File: src/cnn_defs.svh
`ifndef CNN_DEFS_SVH
`define CNN_DEFS_SVH

// input geometry
`define CNN_CHANNELS 8
`define CNN_KSIZE 3
`define CNN_TILE 4

// one coefficient per kernel word, two pixels per image word
`define CNN_KERNEL_WORDS (`CNN_CHANNELS * `CNN_KSIZE * `CNN_KSIZE)
`define CNN_IMAGE_WORDS (`CNN_CHANNELS * `CNN_TILE * `CNN_TILE / 2)

// right shift on a rectified sum
`define CNN_SHIFT 3

// tiles convolved with one kernel set
`define CNN_TILES_PER_KERNEL 4

`endif

File: src/cnn_types_pkg.sv
`default_nettype none

package cnn_types_pkg;

    // kernel coefficient, low byte of a kernel word
    typedef logic signed [7:0] coef_t;

    typedef logic signed [7:0] pixel_t;

    // hi sits in the upper byte and holds the even column
    typedef struct packed {
        pixel_t hi;
        pixel_t lo;
    } pixel_pair_t;

    // 72 products of 8x8 bits, with headroom
    typedef logic signed [22:0] acc_t;

    // rectified, scaled and clipped result
    typedef logic [6:0] pooled_t;

endpackage

`default_nettype wire

File: src/cnn_ctrl_pkg.sv
`default_nettype none

`include "cnn_defs.svh"

package cnn_ctrl_pkg;

    typedef enum logic [1:0] {
        KERNEL_LOAD,
        IMAGE_LOAD,
        COMPUTE
    } load_phase_e;

    // word address inside the kernel phase, 0..71
    typedef logic [$clog2(`CNN_KERNEL_WORDS)-1:0] kaddr_t;

    // word address inside the image phase, 0..63
    typedef logic [$clog2(`CNN_IMAGE_WORDS)-1:0] iaddr_t;

endpackage

`default_nettype wire

File: src/conv_if.sv
`default_nettype none

`include "cnn_defs.svh"

interface conv_if
    import cnn_types_pkg::*;
();

    logic        start;    // loader -> engine, one cycle
    logic        done;     // engine -> loader, with o_valid

    coef_t       coefs  [`CNN_KERNEL_WORDS];
    pixel_pair_t pixels [`CNN_IMAGE_WORDS];

    modport loader_mp (
        output start,
        input  done
    );

    modport kstore_mp (
        output coefs
    );

    modport istore_mp (
        output pixels
    );

    modport engine_mp (
        input  start,
        input  coefs,
        input  pixels,
        output done
    );

endinterface

`default_nettype wire

File: src/sample_loader.sv
`default_nettype none

`include "cnn_defs.svh"

module sample_loader
    import cnn_types_pkg::*, cnn_ctrl_pkg::*;
(
    input  wire logic        i_clk,
    input  wire logic        i_rst,
    input  wire logic        i_valid,
    input  wire logic [15:0] i_data,
    output logic             o_kwe,
    output kaddr_t           o_kaddr,
    output coef_t            o_kentry,
    output logic             o_iwe,
    output iaddr_t           o_iaddr,
    output pixel_pair_t      o_ientry,
    conv_if.loader_mp        bus
);

    localparam int TILE_W = $clog2(`CNN_TILES_PER_KERNEL);

    load_phase_e       phase;
    load_phase_e       wr_phase;
    kaddr_t            wcnt;        // shared by both load phases
    logic [TILE_W-1:0] tile_cnt;
    logic              start_q;
    logic              last_tile;
    logic              kernel_last;
    logic              image_last;

    assign last_tile   = tile_cnt == TILE_W'(`CNN_TILES_PER_KERNEL - 1);
    assign kernel_last = wcnt == kaddr_t'(`CNN_KERNEL_WORDS - 1);
    assign image_last  = wcnt == kaddr_t'(`CNN_IMAGE_WORDS - 1);

    // the done cycle already counts as the next load phase,
    // so a source reacting to o_valid loses no word
    always_comb
    begin
        wr_phase = phase;
        if (phase == COMPUTE && bus.done)
            wr_phase = last_tile ? KERNEL_LOAD : IMAGE_LOAD;
    end

    assign o_kwe    = i_valid && (wr_phase == KERNEL_LOAD);
    assign o_iwe    = i_valid && (wr_phase == IMAGE_LOAD);
    assign o_kaddr  = wcnt;
    assign o_iaddr  = iaddr_t'(wcnt);
    assign o_kentry = coef_t'(i_data[7:0]);    // high byte unused
    assign o_ientry = pixel_pair_t'(i_data);

    assign bus.start = start_q;

    always_ff @(posedge i_clk or negedge i_rst)
    begin
        if (!i_rst)
        begin
            phase    <= KERNEL_LOAD;
            wcnt     <= '0;
            tile_cnt <= '0;
            start_q  <= 1'b0;
        end
        else
        begin
            start_q <= 1'b0;

            if (phase == COMPUTE && bus.done)
            begin
                phase    <= wr_phase;
                tile_cnt <= last_tile ? '0 : tile_cnt + 1'b1;
            end

            if (o_kwe)
            begin
                if (kernel_last)
                begin
                    wcnt  <= '0;
                    phase <= IMAGE_LOAD;
                end
                else
                    wcnt <= wcnt + 1'b1;
            end

            if (o_iwe)
            begin
                if (image_last)
                begin
                    wcnt    <= '0;
                    phase   <= COMPUTE;
                    start_q <= 1'b1;    // tile complete
                end
                else
                    wcnt <= wcnt + 1'b1;
            end
        end
    end

    a_one_store: assert property (@(posedge i_clk) disable iff (!i_rst)
        !(o_kwe && o_iwe));

endmodule

`default_nettype wire

File: src/flat_wrapper.sv
// flat-port wrapper written by rule: the top's interface ports become plain ports
module sample_loader_flat import cnn_types_pkg::*, cnn_ctrl_pkg::*;
  (i_clk, i_rst, i_valid, i_data, o_kwe, o_kaddr, o_kentry, o_iwe, o_iaddr, o_ientry, bus_start, bus_done);
  conv_if bus_i ();
  input  wire logic i_clk;
  input  wire logic i_rst;
  input  wire logic i_valid;
  input  wire logic [15:0] i_data;
  output logic o_kwe;
  output kaddr_t o_kaddr;
  output coef_t o_kentry;
  output logic o_iwe;
  output iaddr_t o_iaddr;
  output pixel_pair_t o_ientry;
  output wire logic [$bits(bus_i.start)-1:0] bus_start;
  input wire logic [$bits(bus_i.done)-1:0] bus_done;
  assign bus_start = bus_i.start;
  assign bus_i.done = bus_done;
  sample_loader u_core (.i_clk(i_clk), .i_rst(i_rst), .i_valid(i_valid), .i_data(i_data), .o_kwe(o_kwe), .o_kaddr(o_kaddr), .o_kentry(o_kentry), .o_iwe(o_iwe), .o_iaddr(o_iaddr), .o_ientry(o_ientry), .bus(bus_i));
endmodule
File: config.mk
export PLATFORM = sky130hd
export DESIGN_NAME = sample_loader_flat
export DESIGN_NICKNAME = d
export VERILOG_FILES = /design/src/cnn_types_pkg.sv /design/src/cnn_ctrl_pkg.sv /design/src/conv_if.sv /design/src/sample_loader.sv /design/src/flat_wrapper.sv
export VERILOG_INCLUDE_DIRS = /design/src /design/src/src
export SDC_FILE = /design/constraint.sdc
export NUM_CORES = 1
export LEC_CHECK = 0
export BUFFER_PORTS_ARGS = -buffer_cell sky130_fd_sc_hd__clkbuf_2
export CORE_MARGIN = 1.5
export CORE_UTILIZATION = 44
export DETAILED_ROUTE_END_ITERATION = 10
export GPL_TIMING_DRIVEN = 0
export PLACE_DENSITY = 0.92
export SLEW_MARGIN = 10
export SYNTH_ARGS = -nofsm -noshare
export SYNTH_HDL_FRONTEND = slang
export SYNTH_SLANG_ARGS = --single-unit
File: constraint.sdc
create_clock -name i_clk -period 4.6 [get_ports i_clk]
set_clock_uncertainty 0.15 [all_clocks]
set_input_delay 0.92 -clock i_clk [delete_from_list [all_inputs] [get_ports i_clk]]
set_output_delay 0.92 -clock i_clk [all_outputs]
set_load 0.01 [all_outputs]
; ---- After elaboration in Yosys (flattened, before gate mapping)
; Index checks and enable logic that the tools add are counted.
[totals]
ff_bits = 12
inputBits = 20
out_inout_bits = 40
wordCells = 30
[classes]
n_addsub = 2
eq_ne = 5
n_mux = 14
n_reduce_logical = 5
[ops]
columns = op, count
row1 = $mux W7, 4
row2 = $mux W2, 7
row3 = $add A7 B1 Y7 const B, 1
row4 = $eq A7 B6 Y1 const B, 1
row5 = $eq A7 B7 Y1 const B, 1
row6 = $eq A2 B2 Y1 const B, 2
row7 = $logic_and A1 B1 Y1, 3
row8 = $mux W1, 3
row9 = $add A2 B1 Y2 const B, 1
row10 = $eq A2 B1 Y1 const B, 1
row11 = $logic_not A2 Y1, 1
row12 = $reduce_bool A2 Y1, 1

; ---- Depth between registers and ports, before layout
; Gate-level depths: netlist of run 1.
[depth]
depth_word = 8
mapped_depth = 5

; ---- Least setup slack after synthesis of run 1
; No wires, ideal clock.
[synth_path]
path_kind = in2out
start = input port bus_done
end = output port o_iwe
arrival_ns = 1.359
t_required_ns = 3.530
slack_ns = 2.171
cell_stages = 2
path_buffers = 0
cell_sequence = and4bb_2 -> o21a_1
[synth_between]
elab_chain_len = 4
[synth_lines]
columns = item, line
row1 = from (decl), flat_wrapper.sv:16  ; input wire logic [$bits(bus_i.done)-1:0] bus_done;
row2 = $logic_and A1 B1 Y1, sample_loader.sv:41  ; if (phase == COMPUTE && bus.done)
row3 = $mux W2, sample_loader.sv:41
row4 = $eq A2 B1 Y1, sample_loader.sv:46  ; assign o_iwe = i_valid && (wr_phase == IMAGE_LOAD);
row5 = $logic_and A1 B1 Y1, sample_loader.sv:46
row6 = to (decl), flat_wrapper.sv:12  ; output logic o_iwe;
; No other way between the ends.

; ---- Final worst setup path of run 1
; Same ends and word-level chain as after synthesis.

==> out/metrics.yaml, run 1 <==
worst_setup_path:
  critical-path-slowest-cell: "and4bb_2"
  path_depth: 4
  worst_r2r_endpoint: "u_core.o_kaddr[6]"
  slowest_delay_ps: 250
  rr_startpoint: "u_core.o_kaddr[0]"
  crit_family: "buffers and inverters"
  cp_max_fo: 4
  critical_path_buf_inv_count: 2
  ff2ff_path_depth: 5
  r2r_slack_ps: 2570
  worstSetupPathType: "in2out"
  end_kind: "primary output"
  crit_start: "bus_done"
  cp.required_ps: 3530
  crit_end: "o_iwe"
  crit_path_start_kind: "primary input"
  worstPathArrival_ps: 1660
  crit_chain: "clkbuf_2 > and4bb_2 > o21a_1 > clkbuf_2"
  crit_path_frequent_cell: "clkbuf_2"
clock_tree:
  clock_latency_ps: 260
  clock-root-buffer: "clkbuf_4"
  postCtsSetupBuffers: 0
  cts_made_buffers: 3
  h-tree-depth: 1
  clkTransAtPathRegs_ps: 70
  cts_resized: 0
  hold_buffers: 0
  cts_sinks: 12
  cts_buffer_depth: 2
  cts_tree: "done"
logic_synthesis:
  synth_top_area_share_pct: 33.0
  ys_seq_elements: 12
  postSynthAreaPerCell_sq_um: 9.11
  synth_edf_count: 0
  yosys-top-cells-count: "30 x buf_4, 12 x dfrtp_1, 9 x nand2_1"
  synth.net_count: 122
  synth_top_cell_by_area: "dfrtp_1"
  yosysMostFrequentCell: "buf_4"
  synth_cells: 100
  yosys_warnings: 0
  synth.area.top_cells: "dfrtp_1 33%, buf_4 25%, a21oi_1 3.8%, xnor2_1 3.8%, nand2_1 3.7%"
  async_flop_share_pct: 100
  synth_area_sq_um: 911
  synth_cell_types: 29
  ys_seq_area_share_pct: 33.0
  ys.flop_type: "dfrtp_1"
finish:
  fin_nets: 170
  n_fill_cell: 190
  syn_to_final_growth_pct: 29.8
  final_layout_size_suffix_gt1_share_pct: 58.2
  n_antenna_cell: 0
sta:
  fmax_mhz: 366
  setup_viol_count_final: 0
  finalHoldViolations: 0
  rsz0062_at_grt: "no"
  tns_ps: 0
  whs_ps: 364
  slew_viol_final: 0
  period_share_pct: 59.3
  worstMarginPinSlew_ps: 673
  relSlewSlack_pct: 54.9
  period_needed_ps: 2730
floorplanning:
  die_height_microns: 48.5
  ios: 60
  start_util_pct: 46.4
  die_x_microns: 48.5
  die-area_sq_mm: 0.00235
  design.core.area_sq_mm: 0.00196
  num_rows: 16
route:
  route.vias.total: 862
  drc_errors: 0
  wirelength_microns: 2030
  ant_nets: 0
  first_pass_iters: 2
  viasPerCell: 4.98
  wl_per_cell_microns: 11.7
  drt-initial-drc-count: 14
status:
  run_status: "complete, no violations"
grt:
  antenna_found_initial: 0
  overflow: 0
  grt_max_degree: 13
  grt_pass1_wl_microns: 3570
  grtUsageTotal_pct: 19.0
  grt_pass1_vias: 887
placed_design:
  dp_hpwl_microns: 1700
  place_congestion: 0.854
  portBuffers: 43
job:
  max_cap_violations: 0
min_path:
  hold_path_class: "reg2reg"
pwr:
  p_leak_nw: 0.634
  power_density_mw_per_mm2: 425
  max-vdd-ir-drop_mv: 0.208
[kinds of logic after synthesis]
family | count (synthesis) | synth area share (%)
flip-flops | 12 | 33.0
buffers and inverters | 33 | 26.1
multiplexers | 3 | 3.57
adder cells (fa/ha/maj) | 2 | 2.75
AND/OR/NAND/NOR | 24 | 14.7
XOR/XNOR | 4 | 3.85
AO/OA/AOI/OAI | 22 | 16.1
[state kept, by name (all words and copies together) (netlist names)]
name,cells
u_core.bus.start,1
u_core.phase,2
u_core.o_kaddr,7
u_core.tile_cnt,2
[cell usage in the layout (no fill, tap or decap), types with 3 or more instances in the layout]
cell      instances
buf_4            30
dfrtp_1          12
nand2_1           9
clkbuf_2         43
a21oi_1           7
o21ai_0           3
clkbuf_4          3
nor2_1            7
xnor2_1           4
[metrics by stage]
stage | setup WS (ps) | std cells | utilization (%) | area [sq um] | total power, mW
floorplan | 2170 | 100 | - | 911 | 0.347
global placement | 1910 | 170 | 59.1 | 1160 | 0.430
detailed placement | 1870 | 170 | 59.1 | 1160 | 0.444
CTS | 1870 | 173 | 60.3 | 1180 | 0.506
global route | 1840 | 173 | 60.3 | 1180 | 0.545
finish | 1870 | 173 | 60.3 | 1180 | 0.502
[cell type report]
| cell class | instances | area (sq um) | area share (%) |
|---|---|---|---|
| Multi-Input combinational cell | 55 | 373 | 31.5 |
| Sequential cell | 12 | 300 | 25.4 |
| Buffer | 31 | 230 | 19.5 |
| Timing Repair Buffer | 43 | 215 | 18.2 |
| Tap cell | 27 | 33.8 | 2.86 |
| Clock buffer | 3 | 22.5 | 1.90 |
| Inverter | 2 | 7.51 | 0.635 |
[routing by layer]
| metal | track usage, % | wire length (microns) |
|---|---|---|
| met1 | 18.1 | 693 |
| met2 | 40.7 | 1180 |
| met3 | 4.94 | 137 |
| met4 | 2.38 | 17 |
| met5 | 0 | 0 |
[power breakdown]
part	internal, mW	switching [mW]
Sequential	0.136	0.0524
Clock	0.0302	0.0304
Combinational	0.132	0.120
Total	0.299	0.203
[how the worst min path moves through the flow]
stage | start | to | slack (ps) | depth (start not counted)
after floorplan | u_core.tile_cnt[1] | u_core.tile_cnt[1] | 330 | 1
after global placement | u_core.tile_cnt[1] | u_core.tile_cnt[1] | 340 | 1
after detailed placement | u_core.tile_cnt[1] | u_core.tile_cnt[1] | 360 | 1
after CTS | u_core.tile_cnt[1] | u_core.tile_cnt[1] | 370 | 1
after global routing | i_rst | u_core.phase[1] | 390 | 1
final | u_core.tile_cnt[1] | u_core.tile_cnt[1] | 360 | 1
(Power assumes the default switching activity.)
==> run 2: changes to the inputs <==
CORE_UTILIZATION = 41   (was 44)
PLACE_DENSITY = 0.87   (was 0.92)
clock period = 2.9 ns   (was 4.6 ns; I/O delays follow)
==> run 2 against run 1 <==
- critical path depth is the same
- setup slack got worse by 1300 ps
- total power is 61% higher
- global-route usage fell by 2.0 points
- largest cell class unchanged
- highest routed layer unchanged
==> out/metrics.yaml, run 2 (synthesized netlist as in run 1, its figures left out) <==
worst_setup_path:
  critical-path-slowest-cell: "dfrtp_1"  # was and4bb_2
  worstSetupPathType: "reg2out"  # was in2out
  crit_chain: "ha_1 > and4bb_2 > o21a_1 > clkbuf_2"  # was clkbuf_2 > and4bb_2 > o21a_1 > clkbuf_2
  worstPathArrival_ps: 1590  # was 1660 ps
  end_kind: "primary output"  # unchanged
  critical_path_buf_inv_count: 1  # was 2
  ff2ff_path_depth: 5  # unchanged
  crit_path_start_kind: "flip-flop"  # was primary input
  cp_max_fo: 4  # unchanged
  path_depth: 4  # unchanged
  cp.required_ps: 2170  # was 3530 ps
  crit_family: "flip-flops"  # was buffers and inverters
  slowest_delay_ps: 390  # was 250 ps
placed_design:
  pre_cts_ws_ps: 878  # was 1870 ps
  portBuffers: 43  # unchanged
  dp_hpwl_microns: 1670  # was 1700 microns
  place_area_sq_mm: 0.00116  # unchanged
  place_congestion: 0.872  # was 0.854
min_path:
  hold_path_class: "in2async"  # was reg2reg
route:
  ant_nets: 0  # unchanged
  drt-initial-drc-count: 18  # was 14
  viasPerCell: 4.91  # was 4.98
  drc_errors: 0  # unchanged
  first_pass_iters: 4  # was 2
  route.vias.total: 849  # was 862
  wirelength_microns: 2050  # was 2030 microns
  wl_per_cell_microns: 11.9  # was 11.7 microns
clock_tree:
  cts_buffer_depth: 2  # unchanged
  h-tree-depth: 1  # unchanged
  cts_resized: 0  # unchanged
  clkTransAtPathRegs_ps: 70  # about the same
  hold_buffers: 0  # unchanged
  cts_sinks: 12  # unchanged
  clock_latency_ps: 280  # was 260 ps
  postCtsSetupBuffers: 0  # unchanged
  cts_tree: "done"  # unchanged
  cts_made_buffers: 3  # unchanged
  clock-root-buffer: "clkbuf_4"  # unchanged
sta:
  fmax_mhz: 431
  setup_viol_count_final: 0  # unchanged
  tns_ps: 0  # unchanged
  relSlewSlack_pct: 60.1  # was 54.9%
  finalHoldViolations: 0  # unchanged
  worst_slack_ps: 581  # was 1870 ps
  period_needed_ps: 2320
  period_share_pct: 79.9
  worstMarginPinSlew_ps: 595  # was 673 ps
  slew_viol_final: 0  # unchanged
  rsz0062_at_grt: "no"  # unchanged
grt:
  grtUsageTotal_pct: 17.0  # was 19.0%
  overflow: 0  # unchanged
  grt_pass1_vias: 820  # was 887
  antenna_found_initial: 0  # unchanged
  grt_max_degree: 13  # unchanged
  grt_pass1_wl_microns: 3210  # was 3570 microns
floorplanning:
  die_height_microns: 50.1  # was 48.5 microns
  die-area_sq_mm: 0.00251  # was 0.00235 sq mm
  num_rows: 16  # unchanged
  die_x_microns: 50.1  # was 48.5 microns
  design.core.area_sq_mm: 0.00202  # was 0.00196 sq mm
  ios: 60  # unchanged
  start_util_pct: 45.0  # was 46.4%
finish:
  final_layout_size_suffix_gt1_share_pct: 58.2  # unchanged
  largest_reg_flops: 7  # unchanged
  n_antenna_cell: 0  # unchanged
  syn_to_final_growth_pct: 29.8  # unchanged
  final_common_cell: "clkbuf_2"  # unchanged
  final_cell_mix: "43 x clkbuf_2, 30 x buf_4, 12 x dfrtp_1"  # unchanged
  fin_nets: 170  # unchanged
  fin_area_sq_mm: 0.00118  # unchanged
pwr:
  max-vdd-ir-drop_mv: 0.356  # was 0.208 mV
  finalPower_mw: 0.806  # was 0.502 mW
  p_leak_nw: 0.634  # unchanged
  power_density_mw_per_mm2: 682  # was 425 mW/mm^2
job:
  max_cap_violations: 0  # unchanged
status:
  run_status: "complete, no violations"  # unchanged
-- run 2: routing by layer --
metal | up-vias | share of wire (%) | GRT usage [%]
met1 | 381 | 36 | 16.7
met4 | 0 | 2.5 | 12.5
met3 | 6 | 7.7 | 2.98
met5 | - | 0 | 0
met2 | 50 | 54 | 31.6
li1 | 412 | - | -
-- run 2: path summary, 6_finish.rpt --
kind	slack [ps]	to	from
worst max-delay path	580	o_iwe	u_core.tile_cnt[0]
worst min-delay path	20	u_core.phase[0]	i_rst
worst max register to register	950	u_core.o_kaddr[6]	u_core.o_kaddr[0]
worst min register to register	360	u_core.tile_cnt[1]	u_core.tile_cnt[1]
max in group asynchronous	2350	u_core.o_kaddr[1]	i_rst
min in group i_clk	360	u_core.tile_cnt[1]	u_core.tile_cnt[1]
-- run 2: where the power goes --
part	switching (mW)	total [mW]	internal, mW
logic	0.191	0.401	0.210
registers	0.0859	0.302	0.216
clock network	0.0554	0.104	0.0482
total	0.332	0.806	0.474
-- run 2: layout make-up --
cell class                 instances  area (sq um)
timing repair buffer              43           215
sequential                        12           300
clock buffer                       3          22.5
fill                             185           840
multi-input combinational         55           373
inverter                           2          7.51
buffer                            31           230
tap                               27          33.8
-- run 2: metrics by stage --
stage	utilization, %	hold WS, ps	std cells
2_1_floorplan	-	134	100
3_3_place_gp	57.4	324	170
3_5_place_dp	57.4	331	170
4_1_cts	58.5	25.5	173
5_1_grt	58.5	45.3	173
6_report	58.5	24.6	173
-- run 2: worst register-to-register path: stages, from the launching register on --
cell	delay [ps]
dfrtp_1	440
ha_1	220
nand2_1	100
a211oi_1	540
and4bb_2	320
o22ai_1	70
